<file path="src/trace_cfg.svh">
`ifndef TRACE_CFG_SVH
`define TRACE_CFG_SVH

// FIFO geometry
`define TRACE_DEPTH 8
`define TRACE_CNT_W 4

// Wishbone register map, word addresses
`define TRACE_ADDR_STATUS 4'd0
`define TRACE_ADDR_POP    4'd1
`define TRACE_ADDR_DATA0  4'd2

// Head record spans eight 32-bit data words
`define TRACE_DATA_WORDS 8

// Status register fields
`define TRACE_STATUS_DROP_LSB 16

`endif

</file>
<file path="src/trace_pkg.sv">
package trace_pkg;

    // Machine word: pc, epc, data, cause
    typedef logic [63:0] xlen_t;

    // Instruction word
    typedef logic [31:0] inst_t;

    // Privilege level
    typedef logic [1:0] prv_t;

    // Cycle stamp taken at the FIFO write
    typedef logic [27:0] stamp_t;

    // Unstamped record from a packer
    // {kind, prv, mxl, pc, inst, word_a, word_b}
    typedef logic [227:0] trace_body_t;

    // Stored record, same order as the core trace packet
    // {kind, prv, mxl, stamp, pc, inst, word_a, word_b}
    typedef logic [255:0] trace_rec_t;

    // Wishbone data word
    typedef logic [31:0] wb_word_t;

endpackage

</file>
<file path="src/retire_packer.sv">
module retire_packer (
    input  logic                   clk,
    input  logic                   rst_n,
    input  logic                   valid,
    input  trace_pkg::prv_t        prv,
    input  logic [1:0]             misa_mxl,
    input  trace_pkg::xlen_t       pc,
    input  trace_pkg::inst_t       inst,
    input  trace_pkg::xlen_t       rd_data,
    input  trace_pkg::xlen_t       csr_wdata,
    input  trace_pkg::xlen_t       mem_addr,
    input  trace_pkg::xlen_t       mem_rdata,
    input  trace_pkg::xlen_t       mem_wdata,
    input  logic                   mem_req,
    input  logic                   mem_wr,
    output logic                   rec_valid,
    output trace_pkg::trace_body_t rec
);
    import trace_pkg::*;

    xlen_t word_a;
    xlen_t word_b;

    // Memory ops report address and data, others report CSR and rd writes
    always_comb begin
        if (mem_req) begin
            word_a = mem_addr;
            word_b = mem_wr ? mem_wdata : mem_rdata;
        end else begin
            word_a = csr_wdata;
            word_b = rd_data;
        end
    end

    always_ff @(posedge clk) begin
        if (!rst_n) begin
            rec_valid <= 1'b0;
        end else begin
            rec_valid <= valid;
        end
    end

    always_ff @(posedge clk) begin
        if (valid) begin
            rec <= {1'b0, prv, misa_mxl[1], pc, inst, word_a, word_b};
        end
    end

endmodule

</file>
<file path="src/trap_packer.sv">
module trap_packer (
    input  logic                   clk,
    input  logic                   rst_n,
    input  logic                   trap_en,
    input  trace_pkg::prv_t        prv,
    input  logic [1:0]             misa_mxl,
    input  trace_pkg::xlen_t       epc,
    input  trace_pkg::xlen_t       mcause,
    input  trace_pkg::xlen_t       mtval,
    output logic                   rec_valid,
    output trace_pkg::trace_body_t rec
);
    import trace_pkg::*;

    trace_body_t body;

    // Kind 1, no instruction word for a trap
    always_comb begin
        body = {1'b1, prv, misa_mxl[1], epc, 32'd0, mcause, mtval};
    end

    always_ff @(posedge clk) begin
        if (!rst_n) begin
            rec_valid <= 1'b0;
        end else begin
            rec_valid <= trap_en;
        end
    end

    always_ff @(posedge clk) begin
        if (trap_en) begin
            rec <= body;
        end
    end

endmodule

</file>
<file path="src/trace_buffer.sv">
`include "trace_cfg.svh"

module trace_buffer (
    input  logic                    clk,
    input  logic                    rst_n,
    input  logic                    retire_valid,
    input  trace_pkg::trace_body_t  retire_rec,
    input  logic                    trap_valid,
    input  trace_pkg::trace_body_t  trap_rec,
    input  logic                    pop,
    output trace_pkg::trace_rec_t   head,
    output logic [`TRACE_CNT_W-1:0] count,
    output logic                    empty,
    output logic [15:0]             drop_count
);
    import trace_pkg::*;

    stamp_t                            cycle_cnt;
    trace_rec_t                        mem [`TRACE_DEPTH];
    logic [$clog2(`TRACE_DEPTH)-1:0]   wr_ptr;
    logic [$clog2(`TRACE_DEPTH)-1:0]   rd_ptr;
    trace_body_t                       sel_body;
    trace_rec_t                        stamped;
    logic                              in_valid;
    logic                              full;
    logic                              collide;
    logic                              full_drop;
    logic                              do_wr;
    logic                              do_rd;
    logic [1:0]                        drop_inc;
    logic [16:0]                       drop_sum;

    // Trap wins a collision
    assign in_valid = retire_valid | trap_valid;
    assign collide  = retire_valid & trap_valid;
    assign sel_body = trap_valid ? trap_rec : retire_rec;

    // Stamp goes between the MXL bit and pc
    assign stamped = {sel_body[227:224], cycle_cnt, sel_body[223:0]};

    assign empty = (count == '0);
    assign full  = (count == `TRACE_CNT_W'(`TRACE_DEPTH));

    // A pop in the same cycle does not free a slot for the write
    assign full_drop = in_valid & full;
    assign do_wr     = in_valid & ~full;
    assign do_rd     = pop & ~empty;

    assign head = mem[rd_ptr];

    // Collision and overflow can both drop in one cycle
    assign drop_inc = {1'b0, collide} + {1'b0, full_drop};
    assign drop_sum = {1'b0, drop_count} + {15'd0, drop_inc};

    always_ff @(posedge clk) begin
        if (!rst_n) begin
            cycle_cnt  <= '0;
            wr_ptr     <= '0;
            rd_ptr     <= '0;
            count      <= '0;
            drop_count <= '0;
        end else begin
            cycle_cnt <= cycle_cnt + 1'b1;
            if (do_wr) begin
                wr_ptr <= wr_ptr + 1'b1;
            end
            if (do_rd) begin
                rd_ptr <= rd_ptr + 1'b1;
            end
            case ({do_wr, do_rd})
                2'b10:   count <= count + 1'b1;
                2'b01:   count <= count - 1'b1;
                default: count <= count;
            endcase
            // Saturates at all ones
            if (drop_sum[16]) begin
                drop_count <= '1;
            end else begin
                drop_count <= drop_sum[15:0];
            end
        end
    end

    always_ff @(posedge clk) begin
        if (do_wr) begin
            mem[wr_ptr] <= stamped;
        end
    end

endmodule

</file>
<file path="src/trace_wb_port.sv">
`include "trace_cfg.svh"

module trace_wb_port (
    input  logic                    clk,
    input  logic                    rst_n,
    input  logic                    cyc,
    input  logic                    stb,
    input  logic                    we,
    input  logic [3:0]              adr,
    input  trace_pkg::wb_word_t     dat_i,
    output trace_pkg::wb_word_t     dat_o,
    output logic                    ack,
    input  trace_pkg::trace_rec_t   head,
    input  logic [`TRACE_CNT_W-1:0] count,
    input  logic                    empty,
    input  logic [15:0]             drop_count,
    output logic                    pop
);
    import trace_pkg::*;

    logic     req;
    logic     data_hit;
    logic [2:0] word_sel;
    wb_word_t status;
    wb_word_t rdata;

    // New access seen, ack goes out on the next edge
    assign req = cyc & stb & ~ack;

    assign data_hit = (adr >= `TRACE_ADDR_DATA0) &&
                      (adr < `TRACE_ADDR_DATA0 + 4'(`TRACE_DATA_WORDS));
    assign word_sel = 3'(adr - `TRACE_ADDR_DATA0);

    always_comb begin
        status = '0;
        status[`TRACE_CNT_W-1:0] = count;
        status[31:`TRACE_STATUS_DROP_LSB] = drop_count;
    end

    // Unmapped reads, pop address included, return zero
    always_comb begin
        if (adr == `TRACE_ADDR_STATUS) begin
            rdata = status;
        end else if (data_hit) begin
            rdata = head[{word_sel, 5'd0} +: 32];
        end else begin
            rdata = '0;
        end
    end

    always_ff @(posedge clk) begin
        if (!rst_n) begin
            ack <= 1'b0;
            pop <= 1'b0;
        end else begin
            ack <= req;
            pop <= req & we & (adr == `TRACE_ADDR_POP) & ~empty;
        end
    end

    // Write cycles echo the write data
    always_ff @(posedge clk) begin
        if (req) begin
            dat_o <= we ? dat_i : rdata;
        end
    end

endmodule

</file>
<file path="src/trace_top.sv">
`include "trace_cfg.svh"

module trace_top (
    input  logic                clk,
    input  logic                rst_n,
    input  logic                retire_valid,
    input  trace_pkg::prv_t     prv,
    input  logic [1:0]          misa_mxl,
    input  trace_pkg::xlen_t    pc,
    input  trace_pkg::inst_t    inst,
    input  trace_pkg::xlen_t    rd_data,
    input  trace_pkg::xlen_t    csr_wdata,
    input  trace_pkg::xlen_t    mem_addr,
    input  trace_pkg::xlen_t    mem_rdata,
    input  trace_pkg::xlen_t    mem_wdata,
    input  logic                mem_req,
    input  logic                mem_wr,
    input  logic                trap_en,
    input  trace_pkg::xlen_t    epc,
    input  trace_pkg::xlen_t    mcause,
    input  trace_pkg::xlen_t    mtval,
    input  logic                cyc,
    input  logic                stb,
    input  logic                we,
    input  logic [3:0]          adr,
    input  trace_pkg::wb_word_t dat_i,
    output trace_pkg::wb_word_t dat_o,
    output logic                ack
);
    import trace_pkg::*;

    logic                    retire_rec_valid;
    trace_body_t             retire_rec;
    logic                    trap_rec_valid;
    trace_body_t             trap_rec;
    trace_rec_t              head;
    logic [`TRACE_CNT_W-1:0] count;
    logic                    empty;
    logic [15:0]             drop_count;
    logic                    pop;

    retire_packer u_retire (
        .clk       (clk),
        .rst_n     (rst_n),
        .valid     (retire_valid),
        .prv       (prv),
        .misa_mxl  (misa_mxl),
        .pc        (pc),
        .inst      (inst),
        .rd_data   (rd_data),
        .csr_wdata (csr_wdata),
        .mem_addr  (mem_addr),
        .mem_rdata (mem_rdata),
        .mem_wdata (mem_wdata),
        .mem_req   (mem_req),
        .mem_wr    (mem_wr),
        .rec_valid (retire_rec_valid),
        .rec       (retire_rec)
    );

    trap_packer u_trap (
        .clk       (clk),
        .rst_n     (rst_n),
        .trap_en   (trap_en),
        .prv       (prv),
        .misa_mxl  (misa_mxl),
        .epc       (epc),
        .mcause    (mcause),
        .mtval     (mtval),
        .rec_valid (trap_rec_valid),
        .rec       (trap_rec)
    );

    trace_buffer u_buf (
        .clk          (clk),
        .rst_n        (rst_n),
        .retire_valid (retire_rec_valid),
        .retire_rec   (retire_rec),
        .trap_valid   (trap_rec_valid),
        .trap_rec     (trap_rec),
        .pop          (pop),
        .head         (head),
        .count        (count),
        .empty        (empty),
        .drop_count   (drop_count)
    );

    trace_wb_port u_wb (
        .clk        (clk),
        .rst_n      (rst_n),
        .cyc        (cyc),
        .stb        (stb),
        .we         (we),
        .adr        (adr),
        .dat_i      (dat_i),
        .dat_o      (dat_o),
        .ack        (ack),
        .head       (head),
        .count      (count),
        .empty      (empty),
        .drop_count (drop_count),
        .pop        (pop)
    );

endmodule

</file>
<file path="config.mk">
export PLATFORM = sky130hd
export DESIGN_NAME = trace_top
export DESIGN_NICKNAME = d
export VERILOG_FILES = /design/src/trace_pkg.sv /design/src/retire_packer.sv /design/src/trap_packer.sv /design/src/trace_buffer.sv /design/src/trace_wb_port.sv /design/src/trace_top.sv
export VERILOG_INCLUDE_DIRS = /design/src /design/src/src
export SDC_FILE = /design/constraint.sdc
export NUM_CORES = 2
export LEC_CHECK = 0
export BUFFER_PORTS_ARGS = -buffer_cell sky130_fd_sc_hd__buf_2
export CORE_MARGIN = 1
export CORE_UTILIZATION = 55
export DETAILED_ROUTE_END_ITERATION = 12
export PLACE_DENSITY = 0.74
export SYNTH_ARGS = -nofsm -noshare
export SYNTH_HDL_FRONTEND = slang
export SYNTH_SLANG_ARGS = --single-unit
</file>
<file path="constraint.sdc">
create_clock -name clk -period 54.4 [get_ports clk]
set_clock_uncertainty 0.15 [all_clocks]
set_input_delay 10.88 -clock clk [delete_from_list [all_inputs] [get_ports clk]]
set_output_delay 10.88 -clock clk [all_outputs]
set_load 0.02 [all_outputs]
</file>
==> flow_metrics.py <==
metrics = {
    "run_status": {
        "status": "completed",
    },
    "logic_synthesis": {
        "portion_of_the_post_synthesis_area_used_by_sequential_elements": 0.758,
        "ys_types": 66,
        "post_synth.cell_area_avg_um2": 20.0,
        "ys_warn_count": 0,
        "synthesis.instances": 5022,
        "post_synth_main_area_contributors": "sky130_fd_sc_hd__edfxtp_1 (75%), sky130_fd_sc_hd__mux4_2 (8.2%), sky130_fd_sc_hd__mux2_2 (4.8%), sky130_fd_sc_hd__mux2i_1 (3.0%), sky130_fd_sc_hd__dfxtp_1 (1.2%)",
        "flip_flop_cell_with_the_highest_count_after_synthesis": "sky130_fd_sc_hd__edfxtp_1",
        "synth_nets": 5688,
        "synth_enable_flop_cells": 2502,
        "netlist_area_um2": 101000,
        "synth_area_leader_cell": "sky130_fd_sc_hd__edfxtp_1",
        "ys_seq_elements": 2563,
        "postSynth.asyncResetShare": 0,
        "yosys.area.top_type_share": 0.746,
    },
    "clock_tree": {
        "numCtsBuffers": 276,
        "clk_latency_ps": 920,
        "worst_setup_hold_path_clk_slew_ps": 60,
        "post_cts_setup_buffer_count": 0,
        "cts.repair.resized": 0,
        "cts_num_sinks": 2563,
        "clockBufferDepth": 4,
        "tritoncts_clock_tree": "done",
        "clock-root-buffer": "sky130_fd_sc_hd__clkbuf_16",
        "cts_hold_repair_buffers": 0,
        "cts-htree-levels": 5,
    },
    "placement": {
        "detailedPlace.worstSlack_ps": 39850,
        "routabilityCongestion": 0.860,
        "portBuffers": 688,
        "hpwlAfterDp_um": 149000,
    },
    "timing": {
        "worst_pin_slew_ps": 1270,
        "holdWs_ps": 335,
        "hold_violations": 0,
        "worst_slack_ps": 40580,
        "maxSlewViolCount": 0,
        "layout_min_cycle_time_ps": 13820,
        "post-route-period-util": 0.254,
        "rsz_0062_raised_after_global_routing": "false",
        "peak_freq_mhz": 72.4,
        "worst_slew_margin_rel": 0.146,
        "finalSetupViolations": 0,
        "fin_tns_setup_ps": 0,
    },
    "worst_setup_path": {
        "critPathLaunchType": "input pin",
        "highest_cell_delay_on_the_worst_timing_path_ps": 950,
        "critPathTopFamily": "compound AO/OA/AOI/OAI gates",
        "path_common_cell": "sky130_fd_sc_hd__buf_4",
        "regToRegSetupSlack_ps": 48530,
        "cell_chain_of_the_critical_path": "buf_4 -> buf_4 -> nor2_2 -> buf_4 -> a32oi_1 -> o311ai_0 -> a311oi_1 -> a211oi_1",
        "critical_path.max_fanout": 32,
        "critical_path.slowest_cell": "sky130_fd_sc_hd__a32oi_1",
        "worstReg2RegStart": "u_trap.rec_valid",
        "critical_path.reg2reg.endpoint": "u_buf.mem[5][125]",
        "critical_path_buf_inv_count": 3,
        "critPathKind": "in -> reg",
        "cp_data_required_time_ps": 54860,
        "worst_r2r_path_depth": 8,
        "endpoint_kind": "flop",
        "cp_data_arrival_time_ps": 14280,
        "worstSetupPathDepth": 8,
    },
    "global_route": {
        "grt_start_max_net_pins": 145,
        "first_pass_grt_wire_length_um": 355000,
        "grt.overflow.total": 0,
        "globalRouteTotalUtil": 0.267,
        "grt_antenna_before_repair": 23,
        "via_count_of_the_first_global_routing_pass": 52600,
    },
    "detailed_routing": {
        "avgViaCountPerCell": 6.23,
        "total_drc_errors_in_the_routed_layout": 0,
        "detailroute.via_count": 52200,
        "routed_wire_length_per_instance_um": 29.7,
        "detailedRoute.firstPassIterationCount": 5,
        "route.antenna.remaining_nets": 0,
        "drt_wl_total_um": 249000,
        "drtIter0Drc": 5612,
    },
    "die": {
        "die_height_um": 430,
        "num_io_pins": 690,
        "num_rows": 156,
        "initial_utilization": 0.555,
        "fp.dieW_um": 430,
        "area_inside_the_core_boundary_um2": 181000,
        "dieArea_um2": 185000,
    },
    "worst_hold_path": {
        "hold_path_depth": 2,
        "worstHoldPathType": "reg -> reg",
        "worstHoldEndpoint": "u_buf.wr_ptr[0]",
        "worstHoldStart": "u_buf.wr_ptr[0]",
    },
    "power": {
        "power.density_nw_per_um2": 37.6,
        "power.leakage_nw": 37.3,
        "worst_vdd_drop_mv": 0.0298,
    },
    "run": {
        "timing.max_cap.violations": 0,
    },
    "layout": {
        "final_cell_mix": "sky130_fd_sc_hd__edfxtp_1 (2502), sky130_fd_sc_hd__buf_2 (683), sky130_fd_sc_hd__mux2_2 (425)",
        "post_route_cells_drive_above_1_share": 0.333,
        "syn_to_final_growth_pct": 14.2,
        "mostFrequentLayoutCell": "sky130_fd_sc_hd__edfxtp_1",
        "postLayoutCoreUtil": 0.634,
        "fin_nets": 6464,
    },
}
-- cell families (layout without fill, tap and decap cells) --
family,Yosys count,in the layout,synth area share
AOI/OAI and AO/OA,533,533,0.0376
other,0,16,0
adders and majority gates,9,9,0.00119
xor gates and xnor gates,32,32,0.00278
and+or+nand+nor,489,489,0.0236
buffers and inverters,301,1265,0.0169
muxes,1095,1095,0.160
DFF,2563,2563,0.758
-- sequential cells by signal, indices dropped and copies added, names as in the netlist, named ones only --
| register | flops |
|---|---|
| u_buf.rd_ptr | 3 |
| u_retire.rec_valid | 1 |
| u_retire.rec | 227 |
| u_buf.cycle_cnt | 28 |
| u_buf.drop_count | 16 |
| u_buf.mem | 2048 |
| u_wb.pop | 1 |
| u_wb.ack | 1 |
| u_buf.count | 4 |
| u_trap.rec | 195 |
| u_trap.rec_valid | 1 |
| u_buf.wr_ptr | 3 |
| u_wb.dat_o | 32 |
-- worst max-delay path by stage --
stage               slack, ps         endpoint           start
floorplan               34750  u_buf.mem[0][0]  u_buf.count[1]
global placement        39910   u_wb.dat_o[21]          adr[0]
detailed placement      39850   u_wb.dat_o[20]          adr[0]
CTS                     40830   u_wb.dat_o[20]          adr[0]
global route            40620   u_wb.dat_o[21]          adr[0]
finish                  40580    u_wb.dat_o[2]          adr[0]
-- Yosys cell counts, types with 13 or more instances --
| master | number |
|---|---|
| sky130_fd_sc_hd__edfxtp_1 | 2502 |
| sky130_fd_sc_hd__mux2_2 | 425 |
| sky130_fd_sc_hd__mux4_2 | 366 |
| sky130_fd_sc_hd__mux2i_1 | 303 |
| sky130_fd_sc_hd__nor2_1 | 148 |
| sky130_fd_sc_hd__a21oi_1 | 144 |
| sky130_fd_sc_hd__clkbuf_1 | 116 |
| sky130_fd_sc_hd__nand2_1 | 105 |
| sky130_fd_sc_hd__o22ai_1 | 87 |
| sky130_fd_sc_hd__buf_4 | 71 |
| sky130_fd_sc_hd__nor2b_1 | 65 |
| sky130_fd_sc_hd__buf_2 | 62 |
| sky130_fd_sc_hd__dfxtp_1 | 61 |
| sky130_fd_sc_hd__a22oi_1 | 54 |
| sky130_fd_sc_hd__nor3_1 | 46 |
| sky130_fd_sc_hd__a211oi_1 | 27 |
| sky130_fd_sc_hd__a211o_1 | 25 |
| sky130_fd_sc_hd__nand3_1 | 25 |
| sky130_fd_sc_hd__o21ai_0 | 25 |
| sky130_fd_sc_hd__buf_6 | 23 |
| sky130_fd_sc_hd__o211ai_1 | 22 |
| sky130_fd_sc_hd__o311ai_0 | 20 |
| sky130_fd_sc_hd__and3_1 | 19 |
| sky130_fd_sc_hd__a31oi_1 | 16 |
| sky130_fd_sc_hd__a32oi_1 | 16 |
| sky130_fd_sc_hd__nand2b_1 | 16 |
| sky130_fd_sc_hd__xnor2_1 | 16 |
| sky130_fd_sc_hd__xor2_1 | 16 |
| sky130_fd_sc_hd__and2_1 | 15 |
| sky130_fd_sc_hd__inv_1 | 15 |
| sky130_fd_sc_hd__o311ai_1 | 13 |
-- area by class of cell --
type | count | area [µm²]
diodes | 16 | 40.0
clock buffers | 341 | 7290
clock inverters | 125 | 1260
fillers | 12000 | 66300
inverters | 15 | 56.3
multi-input cells | 2158 | 22700
flip-flops and latches | 2563 | 76400
well taps | 2370 | 2970
repair buffers | 784 | 4310
-- per-layer routing --
| layer | track usage | up-vias | wire, µm |
|---|---|---|---|
| li1 | - | 22200 | - |
| met1 | 0.351 | 26900 | 94600 |
| met2 | 0.431 | 2528 | 122000 |
| met3 | 0.0509 | 507 | 19700 |
| met4 | 0.131 | 14 | 12400 |
| met5 | 0 | - | 86 |
-- worst reg2reg max path, delay by kind of cell, from the launching register on --
family | cells | cell delay (ps)
compound gates | 1 | 330
simple gates | 3 | 580
buf+inv | 4 | 3630
flops | 1 | 770
-- power breakdown --
| part | switching [mW] | internal [mW] | total (mW) | leakage (nW) |
|---|---|---|---|---|
| sequential | 0.0215 | 2.27 | 2.29 | 23.6 |
| combinational | 0.162 | 0.0828 | 0.245 | 9.53 |
| clock | 0.729 | 1.07 | 1.79 | 4.18 |
-- per-stage QoR --
stage          power [mW]  cell area, µm²  cells
6_report             4.33          115000   8372
5_1_grt              4.44          115000   8370
4_1_cts              4.35          115000   8356
3_5_place_dp         2.57          106000   7890
3_3_place_gp         2.56          106000   7890
2_1_floorplan        2.46          101000   5022
(Power assumes the default switching activity.)
